**config.mk**
```make
export PLATFORM = sky130hd
export DESIGN_NAME = objPosGen
export DESIGN_NICKNAME = d
export VERILOG_FILES = /design/src/displayPkg.sv /design/src/motionPkg.sv /design/src/objPosGen.sv /design/src/posAxisY.sv /design/src/posAxisX.sv /design/src/jumpCtrl.sv /design/src/jumpTickTimer.sv
export VERILOG_INCLUDE_DIRS = /design/src
export SDC_FILE = /design/constraint.sdc
export NUM_CORES = 1
export LEC_CHECK = 0
export BUFFER_PORTS_ARGS = -buffer_cell sky130_fd_sc_hd__buf_4
export CORE_MARGIN = 2
export CORE_UTILIZATION = 60
export CTS_CLUSTER_SIZE = 10
export DETAILED_ROUTE_END_ITERATION = 10
export PLACE_DENSITY = 0.84
export SLEW_MARGIN = 20
export SYNTH_ARGS = -nofsm -noshare
export SYNTH_HDL_FRONTEND = slang
export SYNTH_SLANG_ARGS = --single-unit
```
**constraint.sdc**
```tcl
create_clock -name iCLK -period 9.2 [get_ports iCLK]
set_input_delay 1.84 -clock iCLK [delete_from_list [all_inputs] [get_ports iCLK]]
set_output_delay 1.84 -clock iCLK [all_outputs]
set_load 0.03 [all_outputs]
```
**src/objPos_macros.svh**
```systemverilog
`ifndef OBJPOS_MACROS_SVH
`define OBJPOS_MACROS_SVH

//----------------------------------------------------------------------
// screen size widths
//----------------------------------------------------------------------
`define OBJ_H_WIDTH         11      // unsigned screen width bits
`define OBJ_V_WIDTH         11      // unsigned screen height bits

//----------------------------------------------------------------------
// motion magnitudes
//----------------------------------------------------------------------
// each step type adds one sign bit on top of these
`define OBJ_BASIC_GAIN_W    3       // basic step magnitude
`define OBJ_DASH_GAIN_W     4       // dash step magnitude
`define OBJ_GYRO_W          4       // jump speed limit magnitude

// frames per jump speed change, up to 64
`define OBJ_TICK_W          6

`endif
```
**src/displayPkg.sv**
```systemverilog
`include "objPos_macros.svh"

package displayPkg;

	//----------------------------------------------------------------------
	// screen coordinates
	//----------------------------------------------------------------------
	// one extra bit so the box can sit off screen on the negative side
	typedef logic signed [`OBJ_H_WIDTH:0]   hCoord;     // x position
	typedef logic signed [`OBJ_V_WIDTH:0]   vCoord;     // y position
	typedef logic        [`OBJ_H_WIDTH-1:0] hSize;      // width, never negative
	typedef logic        [`OBJ_V_WIDTH-1:0] vSize;      // height, never negative

	//----------------------------------------------------------------------
	// sprite geometry
	//----------------------------------------------------------------------
	typedef struct packed {
		hCoord left;        // x of left edge
		hCoord right;       // x of right edge
		vCoord top;         // y of top edge
		vCoord bottom;      // y of bottom edge, grows downward
	} objBox;

	// wall contact, registered in the x axis
	typedef struct packed {
		logic atLeft;       // left edge on x = 0
		logic atRight;      // right edge on screen width
	} wallFlags;

	// start position and size, held constant while running
	typedef struct packed {
		hCoord initX;
		vCoord initY;
		hSize  sizeX;
		vSize  sizeY;
	} objGeom;

endpackage

```
**src/motionPkg.sv**
```systemverilog
`include "objPos_macros.svh"

package motionPkg;

	//----------------------------------------------------------------------
	// speed and step types
	//----------------------------------------------------------------------
	typedef logic signed [`OBJ_BASIC_GAIN_W:0] basicGain;  // walk step
	typedef logic signed [`OBJ_DASH_GAIN_W:0]  dashGain;   // dash step
	typedef logic signed [`OBJ_GYRO_W:0]       gyroSpeed;  // jump speed bound
	typedef logic        [`OBJ_TICK_W-1:0]     tickCount;  // frame counter

	//----------------------------------------------------------------------
	// player command levels, sampled on frame end
	//----------------------------------------------------------------------
	typedef struct packed {
		logic left;
		logic right;
		logic up;
		logic down;
		logic dash;         // swaps basic step for dash step in x
		logic jump;         // hold to keep rising
	} moveCmd;

	// jump shape
	typedef struct packed {
		displayPkg::vCoord peak;        // height budget for the rise
		displayPkg::vCoord startSpeed;  // first rise step
		gyroSpeed          speedMax;    // fall speed stops here
		gyroSpeed          speedMin;    // rise speed stops here
		tickCount          period;      // frames between speed changes, minus one
	} jumpCfg;

	// horizontal steps
	typedef struct packed {
		basicGain basic;
		dashGain  dash;
	} stepCfg;

	typedef enum logic [1:0] {jumpIdle, jumpRise, jumpFall} jumpState;

endpackage

```
**src/objPosGen.sv**
```systemverilog
module objPosGen
(
	input  logic                 iCLK,
	input  logic                 iRST,
	input  logic                 frameEnd,   // from the video timing
	input  motionPkg::moveCmd    cmd,
	input  displayPkg::objGeom   geom,
	input  motionPkg::stepCfg    step,
	input  motionPkg::jumpCfg    jump,
	input  displayPkg::hSize     hDisplay,
	input  displayPkg::vSize     vDisplay,
	output displayPkg::objBox    box,
	output displayPkg::wallFlags walls,
	output logic                 airborne
);

	import displayPkg::*;
	import motionPkg::*;

	//----------------------------------------------------------------------
	// internal links
	//----------------------------------------------------------------------
	jumpState jState;           // FSM phase
	vCoord    jSpeed;           // jump step
	logic     jTick;            // speed update frame
	logic     landed;
	hCoord    boxLeft;
	hCoord    boxRight;
	vCoord    boxTop;
	vCoord    boxBottom;

	assign box = '{left: boxLeft, right: boxRight, top: boxTop, bottom: boxBottom};

	//----------------------------------------------------------------------
	// jump path
	//----------------------------------------------------------------------
	jumpTickTimer uTimer (
		.iCLK     (iCLK),
		.iRST     (iRST),
		.frameEnd (frameEnd),
		.state    (jState),
		.period   (jump.period),
		.jumpTick (jTick)
	);

	jumpCtrl uJump (
		.iCLK     (iCLK),
		.iRST     (iRST),
		.frameEnd (frameEnd),
		.cmd      (cmd),
		.cfg      (jump),
		.jumpTick (jTick),
		.landed   (landed),
		.state    (jState),
		.speed    (jSpeed),
		.airborne (airborne)
	);

	//----------------------------------------------------------------------
	// axes
	//----------------------------------------------------------------------
	posAxisX uAxisX (
		.iCLK     (iCLK),
		.iRST     (iRST),
		.frameEnd (frameEnd),
		.cmd      (cmd),
		.geom     (geom),
		.step     (step),
		.hDisplay (hDisplay),
		.left     (boxLeft),
		.right    (boxRight),
		.walls    (walls)
	);

	posAxisY uAxisY (
		.iCLK     (iCLK),
		.iRST     (iRST),
		.frameEnd (frameEnd),
		.cmd      (cmd),
		.geom     (geom),
		.basic    (step.basic),     // y walks with the x basic step
		.vDisplay (vDisplay),
		.state    (jState),
		.speed    (jSpeed),
		.top      (boxTop),
		.bottom   (boxBottom),
		.landed   (landed)
	);

endmodule

```
**src/posAxisY.sv**
```systemverilog
module posAxisY
(
	input  logic                iCLK,
	input  logic                iRST,
	input  logic                frameEnd,
	input  motionPkg::moveCmd   cmd,
	input  displayPkg::objGeom  geom,
	input  motionPkg::basicGain basic,      // idle up/down step
	input  displayPkg::vSize    vDisplay,   // screen height, the floor
	input  motionPkg::jumpState state,
	input  displayPkg::vCoord   speed,      // jump step from the FSM
	output displayPkg::vCoord   top,
	output displayPkg::vCoord   bottom,
	output logic                landed
);

	import displayPkg::*;
	import motionPkg::*;

	//----------------------------------------------------------------------
	// start position and steps
	//----------------------------------------------------------------------
	vCoord sizeY;
	vCoord initBottom;          // bottom edge after reset
	vCoord floorY;              // screen height as a signed coordinate
	vCoord basicStep;
	vCoord fallTop;
	vCoord fallBottom;          // bottom after a fall step
	logic  moveUp;
	logic  moveDown;

	assign sizeY      = vCoord'(geom.sizeY);
	assign initBottom = geom.initY + sizeY;
	assign floorY     = vCoord'(vDisplay);
	assign basicStep  = vCoord'(basic);         // sign extended
	assign fallTop    = top + speed;
	assign fallBottom = bottom + speed;

	assign moveUp     = cmd.up && !cmd.down;
	assign moveDown   = cmd.down && !cmd.up;

	// reaches or passes the floor on the next fall step
	assign landed = (state == jumpFall) && (fallBottom >= floorY);

	//----------------------------------------------------------------------
	// edge registers
	//----------------------------------------------------------------------
	always_ff @(posedge iCLK)
	begin
		if (iRST)
		begin
			top    <= geom.initY;
			bottom <= initBottom;
		end
		else if (frameEnd)
		begin
			case (state)
				jumpIdle:
				begin
					// free move, may leave the screen
					if (moveUp)
					begin
						top    <= top - basicStep;
						bottom <= bottom - basicStep;
					end
					else if (moveDown)
					begin
						top    <= top + basicStep;
						bottom <= bottom + basicStep;
					end
				end
				jumpRise:
				begin
					top    <= top - speed;      // y grows downward
					bottom <= bottom - speed;
				end
				jumpFall:
				begin
					if (fallBottom > floorY)
					begin
						top    <= geom.initY;   // overshoot, back to start
						bottom <= initBottom;
					end
					else
					begin
						top    <= fallTop;
						bottom <= fallBottom;
					end
				end
				default:
				begin
					top    <= top;
					bottom <= bottom;
				end
			endcase
		end
	end

endmodule

```
**src/posAxisX.sv**
```systemverilog
module posAxisX
(
	input  logic                iCLK,
	input  logic                iRST,
	input  logic                frameEnd,
	input  motionPkg::moveCmd   cmd,
	input  displayPkg::objGeom  geom,
	input  motionPkg::stepCfg   step,
	input  displayPkg::hSize    hDisplay,   // screen width
	output displayPkg::hCoord   left,
	output displayPkg::hCoord   right,
	output displayPkg::wallFlags walls
);

	import displayPkg::*;
	import motionPkg::*;

	//----------------------------------------------------------------------
	// widened inputs
	//----------------------------------------------------------------------
	hCoord    sizeX;            // width as a signed coordinate
	hCoord    wallRight;        // screen width as a signed coordinate
	basicGain basicStep;
	dashGain  dashStep;
	hCoord    stepSel;          // step used this frame
	hCoord    nextLeft;
	hCoord    nextRight;
	logic     moveLeft;
	logic     moveRight;

	assign sizeX     = hCoord'(geom.sizeX);         // zero extended
	assign wallRight = hCoord'(hDisplay);
	assign basicStep = step.basic;
	assign dashStep  = step.dash;
	assign stepSel   = cmd.dash ? hCoord'(dashStep) : hCoord'(basicStep);

	// both held cancels out
	assign moveLeft  = cmd.left && !cmd.right;
	assign moveRight = cmd.right && !cmd.left;

	assign nextLeft  = moveLeft ? left - stepSel : left + stepSel;
	assign nextRight = moveLeft ? right - stepSel : right + stepSel;

	//----------------------------------------------------------------------
	// edge registers
	//----------------------------------------------------------------------
	always_ff @(posedge iCLK)
	begin
		if (iRST)
		begin
			left  <= geom.initX;
			right <= geom.initX + sizeX;
		end
		else if (frameEnd && (moveLeft || moveRight))
		begin
			if (nextRight > wallRight)
			begin
				right <= wallRight;             // stop on the right wall
				left  <= wallRight - sizeX;
			end
			else if (nextLeft < 0)
			begin
				left  <= '0;                    // stop on the left wall
				right <= sizeX;
			end
			else
			begin
				left  <= nextLeft;
				right <= nextRight;
			end
		end
	end

	//----------------------------------------------------------------------
	// wall contact
	//----------------------------------------------------------------------
	// follows the box one cycle late
	always_ff @(posedge iCLK)
	begin
		if (iRST)
		begin
			walls <= '0;
		end
		else
		begin
			walls.atLeft  <= (left == '0);
			walls.atRight <= (right == wallRight);
		end
	end

endmodule

```
**src/jumpCtrl.sv**
```systemverilog
module jumpCtrl
(
	input  logic                iCLK,
	input  logic                iRST,
	input  logic                frameEnd,
	input  motionPkg::moveCmd   cmd,        // only jump is used here
	input  motionPkg::jumpCfg   cfg,
	input  logic                jumpTick,   // speed update frame
	input  logic                landed,     // next fall step hits the floor
	output motionPkg::jumpState state,
	output displayPkg::vCoord   speed,      // vertical step per frame
	output logic                airborne
);

	import displayPkg::*;
	import motionPkg::*;

	//----------------------------------------------------------------------
	// height budget and speed limits
	//----------------------------------------------------------------------
	vCoord    budget;       // height still left for the rise
	vCoord    budgetNext;
	gyroSpeed minSpeed;
	gyroSpeed maxSpeed;
	logic     atMin;
	logic     atMax;

	assign budgetNext = budget - speed;     // after this frame's rise
	assign minSpeed   = cfg.speedMin;
	assign maxSpeed   = cfg.speedMax;
	assign atMin      = (speed == vCoord'(minSpeed));  // sign extended
	assign atMax      = (speed == vCoord'(maxSpeed));

	//----------------------------------------------------------------------
	// jump FSM
	//----------------------------------------------------------------------
	always_ff @(posedge iCLK)
	begin
		if (iRST)
		begin
			state  <= jumpIdle;
			speed  <= cfg.startSpeed;
			budget <= cfg.peak;
		end
		else if (frameEnd)
		begin
			case (state)
				jumpIdle:
				begin
					speed  <= cfg.startSpeed;       // ready for the next takeoff
					budget <= cfg.peak;
					if (cmd.jump)
					begin
						state <= jumpRise;
					end
				end
				jumpRise:
				begin
					if (!cmd.jump)
					begin
						state <= jumpFall;          // early release cuts the rise
					end
					else
					begin
						budget <= budgetNext;
						if (budgetNext < 0)
						begin
							state <= jumpFall;      // budget spent, top reached
						end
					end
					// rise slows down toward speedMin
					if (jumpTick && !atMin)
					begin
						speed <= speed - 1'b1;
					end
				end
				jumpFall:
				begin
					if (landed)
					begin
						state <= jumpIdle;
					end
					// fall speeds up toward speedMax
					if (jumpTick && !atMax)
					begin
						speed <= speed + 1'b1;
					end
				end
				default:
				begin
					state <= jumpIdle;
				end
			endcase
		end
	end

	// anything but idle counts as in the air
	assign airborne = (state != jumpIdle);

endmodule

```
**src/jumpTickTimer.sv**
```systemverilog
module jumpTickTimer
(
	input  logic                iCLK,
	input  logic                iRST,
	input  logic                frameEnd,   // one cycle per frame
	input  motionPkg::jumpState state,      // jump phase from the FSM
	input  motionPkg::tickCount period,     // wrap value of the count
	output logic                jumpTick    // speed update frame
);

	import motionPkg::*;

	//----------------------------------------------------------------------
	// frame counter during a jump
	//----------------------------------------------------------------------
	tickCount count;

	// held at zero on the ground so every jump starts aligned
	always_ff @(posedge iCLK)
	begin
		if (iRST)
		begin
			count <= '0;
		end
		else if (state == jumpIdle)
		begin
			count <= '0;
		end
		else if (frameEnd)
		begin
			if (jumpTick)
			begin
				count <= '0;            // wrap on the update frame
			end
			else
			begin
				count <= count + 1'b1;
			end
		end
	end

	//----------------------------------------------------------------------
	// tick output
	//----------------------------------------------------------------------
	// period 0 gives a tick on every frame of the jump
	// period n gives one on every (n+1)-th frame
	assign jumpTick = (count == period);

endmodule

```
After elaboration in Yosys (flattened, before gate mapping)
Cells that the tools add are included.
Operators by class
  add/sub/neg operators: 19
  multiply operators: 0
  div/mod/pow operators: 0
  order comparisons: 5
  eq/ne operators: 13
  shift operators: 0
  mux-type cells: 38
  bitwise gates (word level): 0
  reductions and logical operators: 27
Operators by type and width (number)
  12-bit two-way mux: 28
  12-bit one-hot mux with 3 select lines: 3
  12-bit adder: 6
  12-bit subtractor: 5
  12-bit by 4-bit adder with 12-bit output: 2
  12-bit by 5-bit equality test with 1-bit output: 2
  12-bit greater-than comparator: 2
  12-bit by 1-bit < comparator with 1-bit output, second input constant: 2
  12-bit one-hot mux with 2 select lines: 1
  12-bit by 4-bit subtractor with 12-bit output: 2
  12-bit by 1-bit adder with 12-bit output, second input constant: 1
  12-bit equality test: 1
  12-bit greater-or-equal comparator: 1
  12-bit zero test: 1
  3-bit != test, second input constant: 4
  11-bit by 11-bit subtractor with 12-bit output: 1
  12-bit by 1-bit subtractor with 12-bit output, second input constant: 1
  1-bit logical AND: 8
  2-bit two-way mux: 4
  4-bit AND reduction: 2
  6-bit by 1-bit adder with 6-bit output, second input constant: 1
  6-bit equality test: 1
  1-bit zero test: 6
  6-bit two-way mux: 1
  other kinds (12): 16
Storage, ports and cells
  flip-flop bits (word level): 82
  latch bits: 0
  memory bits (writable): 0
  memory bits (read-only): 0
  bits of input ports: 126
  output and inout port bits: 51
  logic and storage cells: 112
  memories: 0

Longest topological paths before layout
  depth after elaboration: 8
  depth in mapped cells: 24
  depth with buffers taken out: 22

Cells and area by module
From an unflattened synthesis, not the netlist that was laid out.
Unflattened totals
  cell total of the unflattened synthesis: 1274
  area, all modules: 10979.3 um^2
Modules (own cells, without submodules)
  posAxisY: times used 1, cells an instance 506, area each 4205.3 um^2, seq. area each 720.7 um^2
  posAxisX: times used 1, cells an instance 486, area each 4202.8 um^2, seq. area each 760.7 um^2
  jumpCtrl: times used 1, cells an instance 244, area each 2243.4 um^2, seq. area each 760.7 um^2
  jumpTickTimer: times used 1, cells an instance 38, area each 327.8 um^2, seq. area each 120.1 um^2

Worst setup path after synthesis
OpenSTA, ideal clock, no wires.
  kind: input to register
  start: input port cmd[1] (netlist bit)
  end: register uAxisX.left[3] (data pin)
  library setup time: 158 ps
  arrival time: 6266 ps
  required time: 9042 ps
  slack: 2776 ps
  stages on the path: 21
  path buffers: 1
  cell sequence: buf_6 mux2i_1 ha_1 nand2_1 ha_1 inv_1 o21ai_0 ha_1 o21ai_0 o21bai_1 maj3_1 a211o_1 a21oi_1 xnor2_1 ha_1 o21ai_0 a221o_1 a211oi_1 mux2i_4 or4b_2 o211ai_1
Between the ends
  cells in the longest elaborated chain, start to end: 8
  elaborated cells on any way between the ends: 13
  classes of those cells: add/sub: 4; order compare: 2; mux: 7
RTL lines
  start, declared: RTL line objPosGen.sv:6  | input motionPkg::moveCmd cmd,
  12-bit two-way mux (*): RTL line posAxisX.sv:35  | assign stepSel = cmd.dash ? hCoord'(dashStep) : hCoord'(basicStep);
  12-bit adder or 12-bit subtractor (tied branches): RTL line posAxisX.sv:41  | assign nextLeft = moveLeft ? left - stepSel : left + stepSel;
  12-bit two-way mux: RTL line posAxisX.sv:41
  12-bit by 1-bit < comparator with 1-bit output: RTL line posAxisX.sv:61  | else if (nextLeft < 0)
  12-bit two-way mux: RTL line posAxisX.sv:61
  12-bit two-way mux (*): RTL line posAxisX.sv:56  | if (nextRight > wallRight)
  12-bit two-way mux (*): RTL line posAxisX.sv:54  | else if (frameEnd && (moveLeft || moveRight))
  12-bit two-way mux (*): RTL line posAxisX.sv:49  | if (iRST)
  end signal, assigned: RTL line posAxisX.sv:51  | left <= geom.initX;
  end signal, assigned: RTL line posAxisX.sv:59  | left <= wallRight - sizeX;
  end signal, assigned: RTL line posAxisX.sv:68  | left <= nextLeft;
  end, declared: RTL line posAxisX.sv:10  | output displayPkg::hCoord left,
Mark *: on every way between the ends. The rest lies on a longest branch, timed or not. The select of a mux whose other input is x is not followed.
A chain may end at the register's enable or synchronous reset.

Final worst setup path
  start: input port cmd[1] (netlist bit)
  end: register uAxisX.right[5] (data pin)
Between the ends
  cells in the longest elaborated chain, start to end: 8
  elaborated cells on any way between the ends: 13
  classes of those cells: add/sub: 4; order compare: 2; mux: 7
RTL lines
  12-bit two-way mux (*): RTL line posAxisX.sv:35
  12-bit adder or 12-bit subtractor (tied branches): RTL line posAxisX.sv:41
  12-bit two-way mux: RTL line posAxisX.sv:41
  12-bit by 1-bit < comparator with 1-bit output: RTL line posAxisX.sv:61
  12-bit two-way mux: RTL line posAxisX.sv:61
  12-bit two-way mux (*): RTL line posAxisX.sv:56
  12-bit two-way mux (*): RTL line posAxisX.sv:54
  12-bit two-way mux (*): RTL line posAxisX.sv:49
  end signal, assigned: RTL line posAxisX.sv:52  | right <= geom.initX + sizeX;
  end signal, assigned: RTL line posAxisX.sv:58  | right <= wallRight;
  end signal, assigned: RTL line posAxisX.sv:64  | right <= sizeX;
  end, declared: RTL line posAxisX.sv:11  | output displayPkg::hCoord right,
Marked as above.

==> impl_results.md <==
* Synthesized Nets at 1558
* Most used cell, CP: ha_1
* # H-tree levels at 3
* Sw power at 2.92 mW
* Top_reg_cell synth: edfxtp_1
* FF+latch count, synth at 82
* Synth cell count leaders: ha_1 (148), inv_1 (112), nand2_1 (97)
* Cell count after synthesis at 1273
* Starting Density at 0.617
* M1 GR Usage at 0.467
* Final Hold Viols at 0
* CP required at 9.31 ns
* Yosys top cell area share at 0.201
* Tightest Pin Transition at 0.972 ns
* Layout Area Growth over Synthesis at 16.9%
* Share of layout cells above drive strength 1 at 0.163
* Hold buffers post-CTS at 0
* Final critical-path required period at 6.98 ns
* Core ar. at 17400 um^2
* Post-CTS sizing at 0
* Site Rows at 48
* Port Buffer Count at 176
* Gpl congestion at 0.941
* DR iter-0 viols at 973
* Die span in y at 138 um
* Switch share at 0.519
* Initial antenna violation count at 0
* Clock Power Share at 0.075
* Adder-cell area share of the yosys netlist at 0.198
* Yosys top cell by area: edfxtp_1
* Setup TNS at 0 ns
* GRT Total Usage at 0.349
* Drt drc at 0
* Number of vias per cell at 6.39
* # setup viols final at 0
* Pint at 2.71 mW
* Post-synth cell types at 82
* Multi-input logic area at 7780 um^2
* Critical path arrival at 7.08 ns
* Pin count of the biggest net entering global routing at 70
* Clk sink count at 82
* YS warnings at 0
* Diodes inserted at 0
* Largest cells by area after synthesis: edfxtp_1 (20%), ha_1 (17%), xnor2_1 (7.8%), o21ai_0 (4.5%), a21oi_1 (4.0%)
* Tcrit/Tclk final at 0.759
* Status: complete, no violations
* EDFF count, synth at 72
* Peak VDD IR at 0.356 mV
* CP Class: primary input to flip-flop
* Max_cap viols at 0
* Fmax at 0.143 GHz
* GR Layer Usage met2 at 0.568
* Wirelength per Cell at 19.9 um
* CP max FO at 27
* Relative slew slack at 0.349
* Fillers at 1373
* Most frequent cell after synthesis: ha_1
* CTS tree: yes
* Sequence of cells on the critical path: buf_4 > mux2i_1 > ha_1 > nand2_1 > ha_1 > inv_1 > o21ai_0 > ha_1 > or2_2 > o22a_1 > o311ai_0 > o21ai_1 > xnor2_1 > ha_1 > a21o_1 > a2111oi_0 > nor2b_1 > a211oi_1 > mux2i_4 > nor2_1 > a221o_1
* Chip width at 138 um
* Post-synthesis compound-gate area fraction at 0.237
* Reg clk slew, reported paths at 0.08 ns
* Mapped cell area at 10700 um^2
* Global-route congestion overflow total at 0
* Worst Setup End Kind: flip-flop
* First-pass GRT wire length at 51.2 mm
* M3 GR Usage at 0.0519
* Seq/Total Area, Yosys at 0.220
* RSZ-0062 raised after global routing: no
* CTS buffer count at 9
* Clk root buf: clkbuf_16
* Die area at 19000 um^2
* Async S/R FF share, synth at 0
* Largest family of logic cells by synthesized area: compound AO/OA/AOI/OAI gates
* DP Wirelength at 25.4 mm
* CP Launch Type: primary input
* Clk_skew at 0.0117 ns
* DRT Pass-1 Iters at 6
* LEAKAGE at 5.65 nW
* Final number of max-transition violations at 0
* DR vias at 10600
* Min-delay worst type: flip-flop to flip-flop
* CP max stage delay at 0.69 ns
* Power, Total at 5.62 mW
* Sequential fraction of design power at 0.172
* IO Count at 177
* Synth Area in XOR/XNOR at 0.108
* Syn Area/Cell at 8.44 um^2
* Register area at 2360 um^2
* CP max stage cell: mux2i_4
* # Post-CTS Setup Buffers at 0
* Most Used Layer, Global Route: met2
* Comb pwr share at 0.754
* Post-synthesis mux area share at 0.0262
* Simple-gate area share of the yosys netlist at 0.155
* Pwr dens at 448 nW/um^2
* Post-DRT Antenna Nets at 0
* Routed WL at 33.0 mm
* Vias in the first global route at 9909
* Final nets at 1711
* Max clock buf depth at 2
* Clk_lat worst skew at 0.36 ns
critical path, delay by kind of cell:
family / cells / cell delay [ns]
AOI/OAI and AO/OA: 8 / 1.95
adders and majority gates: 4 / 1.04
muxes: 2 / 1.01
and+or+nand+nor: 4 / 0.78
buffers and inverters: 2 / 0.21
xor gates and xnor gates: 1 / 0.21
worst paths after layout:
path | startpoint | slack [ns] | cells after the start | endpoint
worst min register to register | uJump.state[0] | 0.51 | 2 | uJump.state[0]
worst min-delay path | uJump.state[0] | 0.51 | 2 | uJump.state[0]
worst max-delay path | cmd[1] | 2.22 | 21 | uAxisX.right[5]
worst max register to register | uJump.speed[0] | 3.97 | 18 | uAxisY.top[9]
stage by stage:
stage | instance area [um^2] | worst slack (ns) | utilization | hold slack (ns) | std cells
2_1_floorplan | 10700 | 2.78 | - | 0.455 | 1273
4_1_cts | 12600 | 2.30 | 0.721 | 0.510 | 1656
5_1_grt | 12600 | 1.83 | 0.721 | 0.527 | 1656
6_report | 12600 | 2.22 | 0.721 | 0.513 | 1656
3_3_place_gp | 12200 | 2.14 | 0.702 | 0.475 | 1640
3_5_place_dp | 12200 | 1.97 | 0.702 | 0.500 | 1640
registers in the layout (all words and copies together) (netlist names):
signal and flops:
uAxisX.left 12, uAxisX.right 12, uAxisX.walls 2, uAxisY.bottom 12, uAxisY.top 12, uJump.budget 12
uJump.speed 12, uJump.state 2, uTimer.count 6
layout make-up:
type,count,share of cell area
Clock buffer,9,0.0179
Multi-Input combinational cell,1035,0.619
Clock inverter,7,0.00807
Inverter,114,0.0342
Timing Repair Buffer,184,0.110
Tap cell,225,0.0224
Sequential cell,82,0.188
metal layers:
layer / share of wire / up-vias
met5: 0 / -
met1: 0.42 / 4930
met3: 0.083 / 104
met2: 0.46 / 556
li1: - / 4996
met4: 0.041 / 0
cells by family after synthesis:
group | count (synthesis)
AOI/OAI and AO/OA | 386
DFF | 82
xor gates and xnor gates | 131
buffers and inverters | 156
and+or+nand+nor | 329
muxes | 25
adders and majority gates | 164
cell usage in the layout, fill, tap and decap left out, types with 24 or more instances in the layout:
cell type  Yosys  final
nor2b_1       24     24
a22oi_1       24     24
nor2_1        58     57
xor2_1        34     34
inv_1        112    112
ha_1         148    148
a21o_1        29     29
nand2_1       97     97
nor3_1        37     37
edfxtp_1      72     72
xnor2_1       96     96
a21oi_1       86     86
buf_4          2    184
o21ai_0       96     94
power groups by stage:
stage,Sequential (mW),Clock (mW),Combinational (mW)
3_3_place_gp,0.948,0,4.01
5_1_grt,0.970,0.432,4.65
4_1_cts,0.945,0.415,4.17
3_5_place_dp,0.952,0,4.11
2_1_floorplan,1.03,0,2.97
6_report,0.966,0.420,4.24
(Power assumes the default switching activity.)
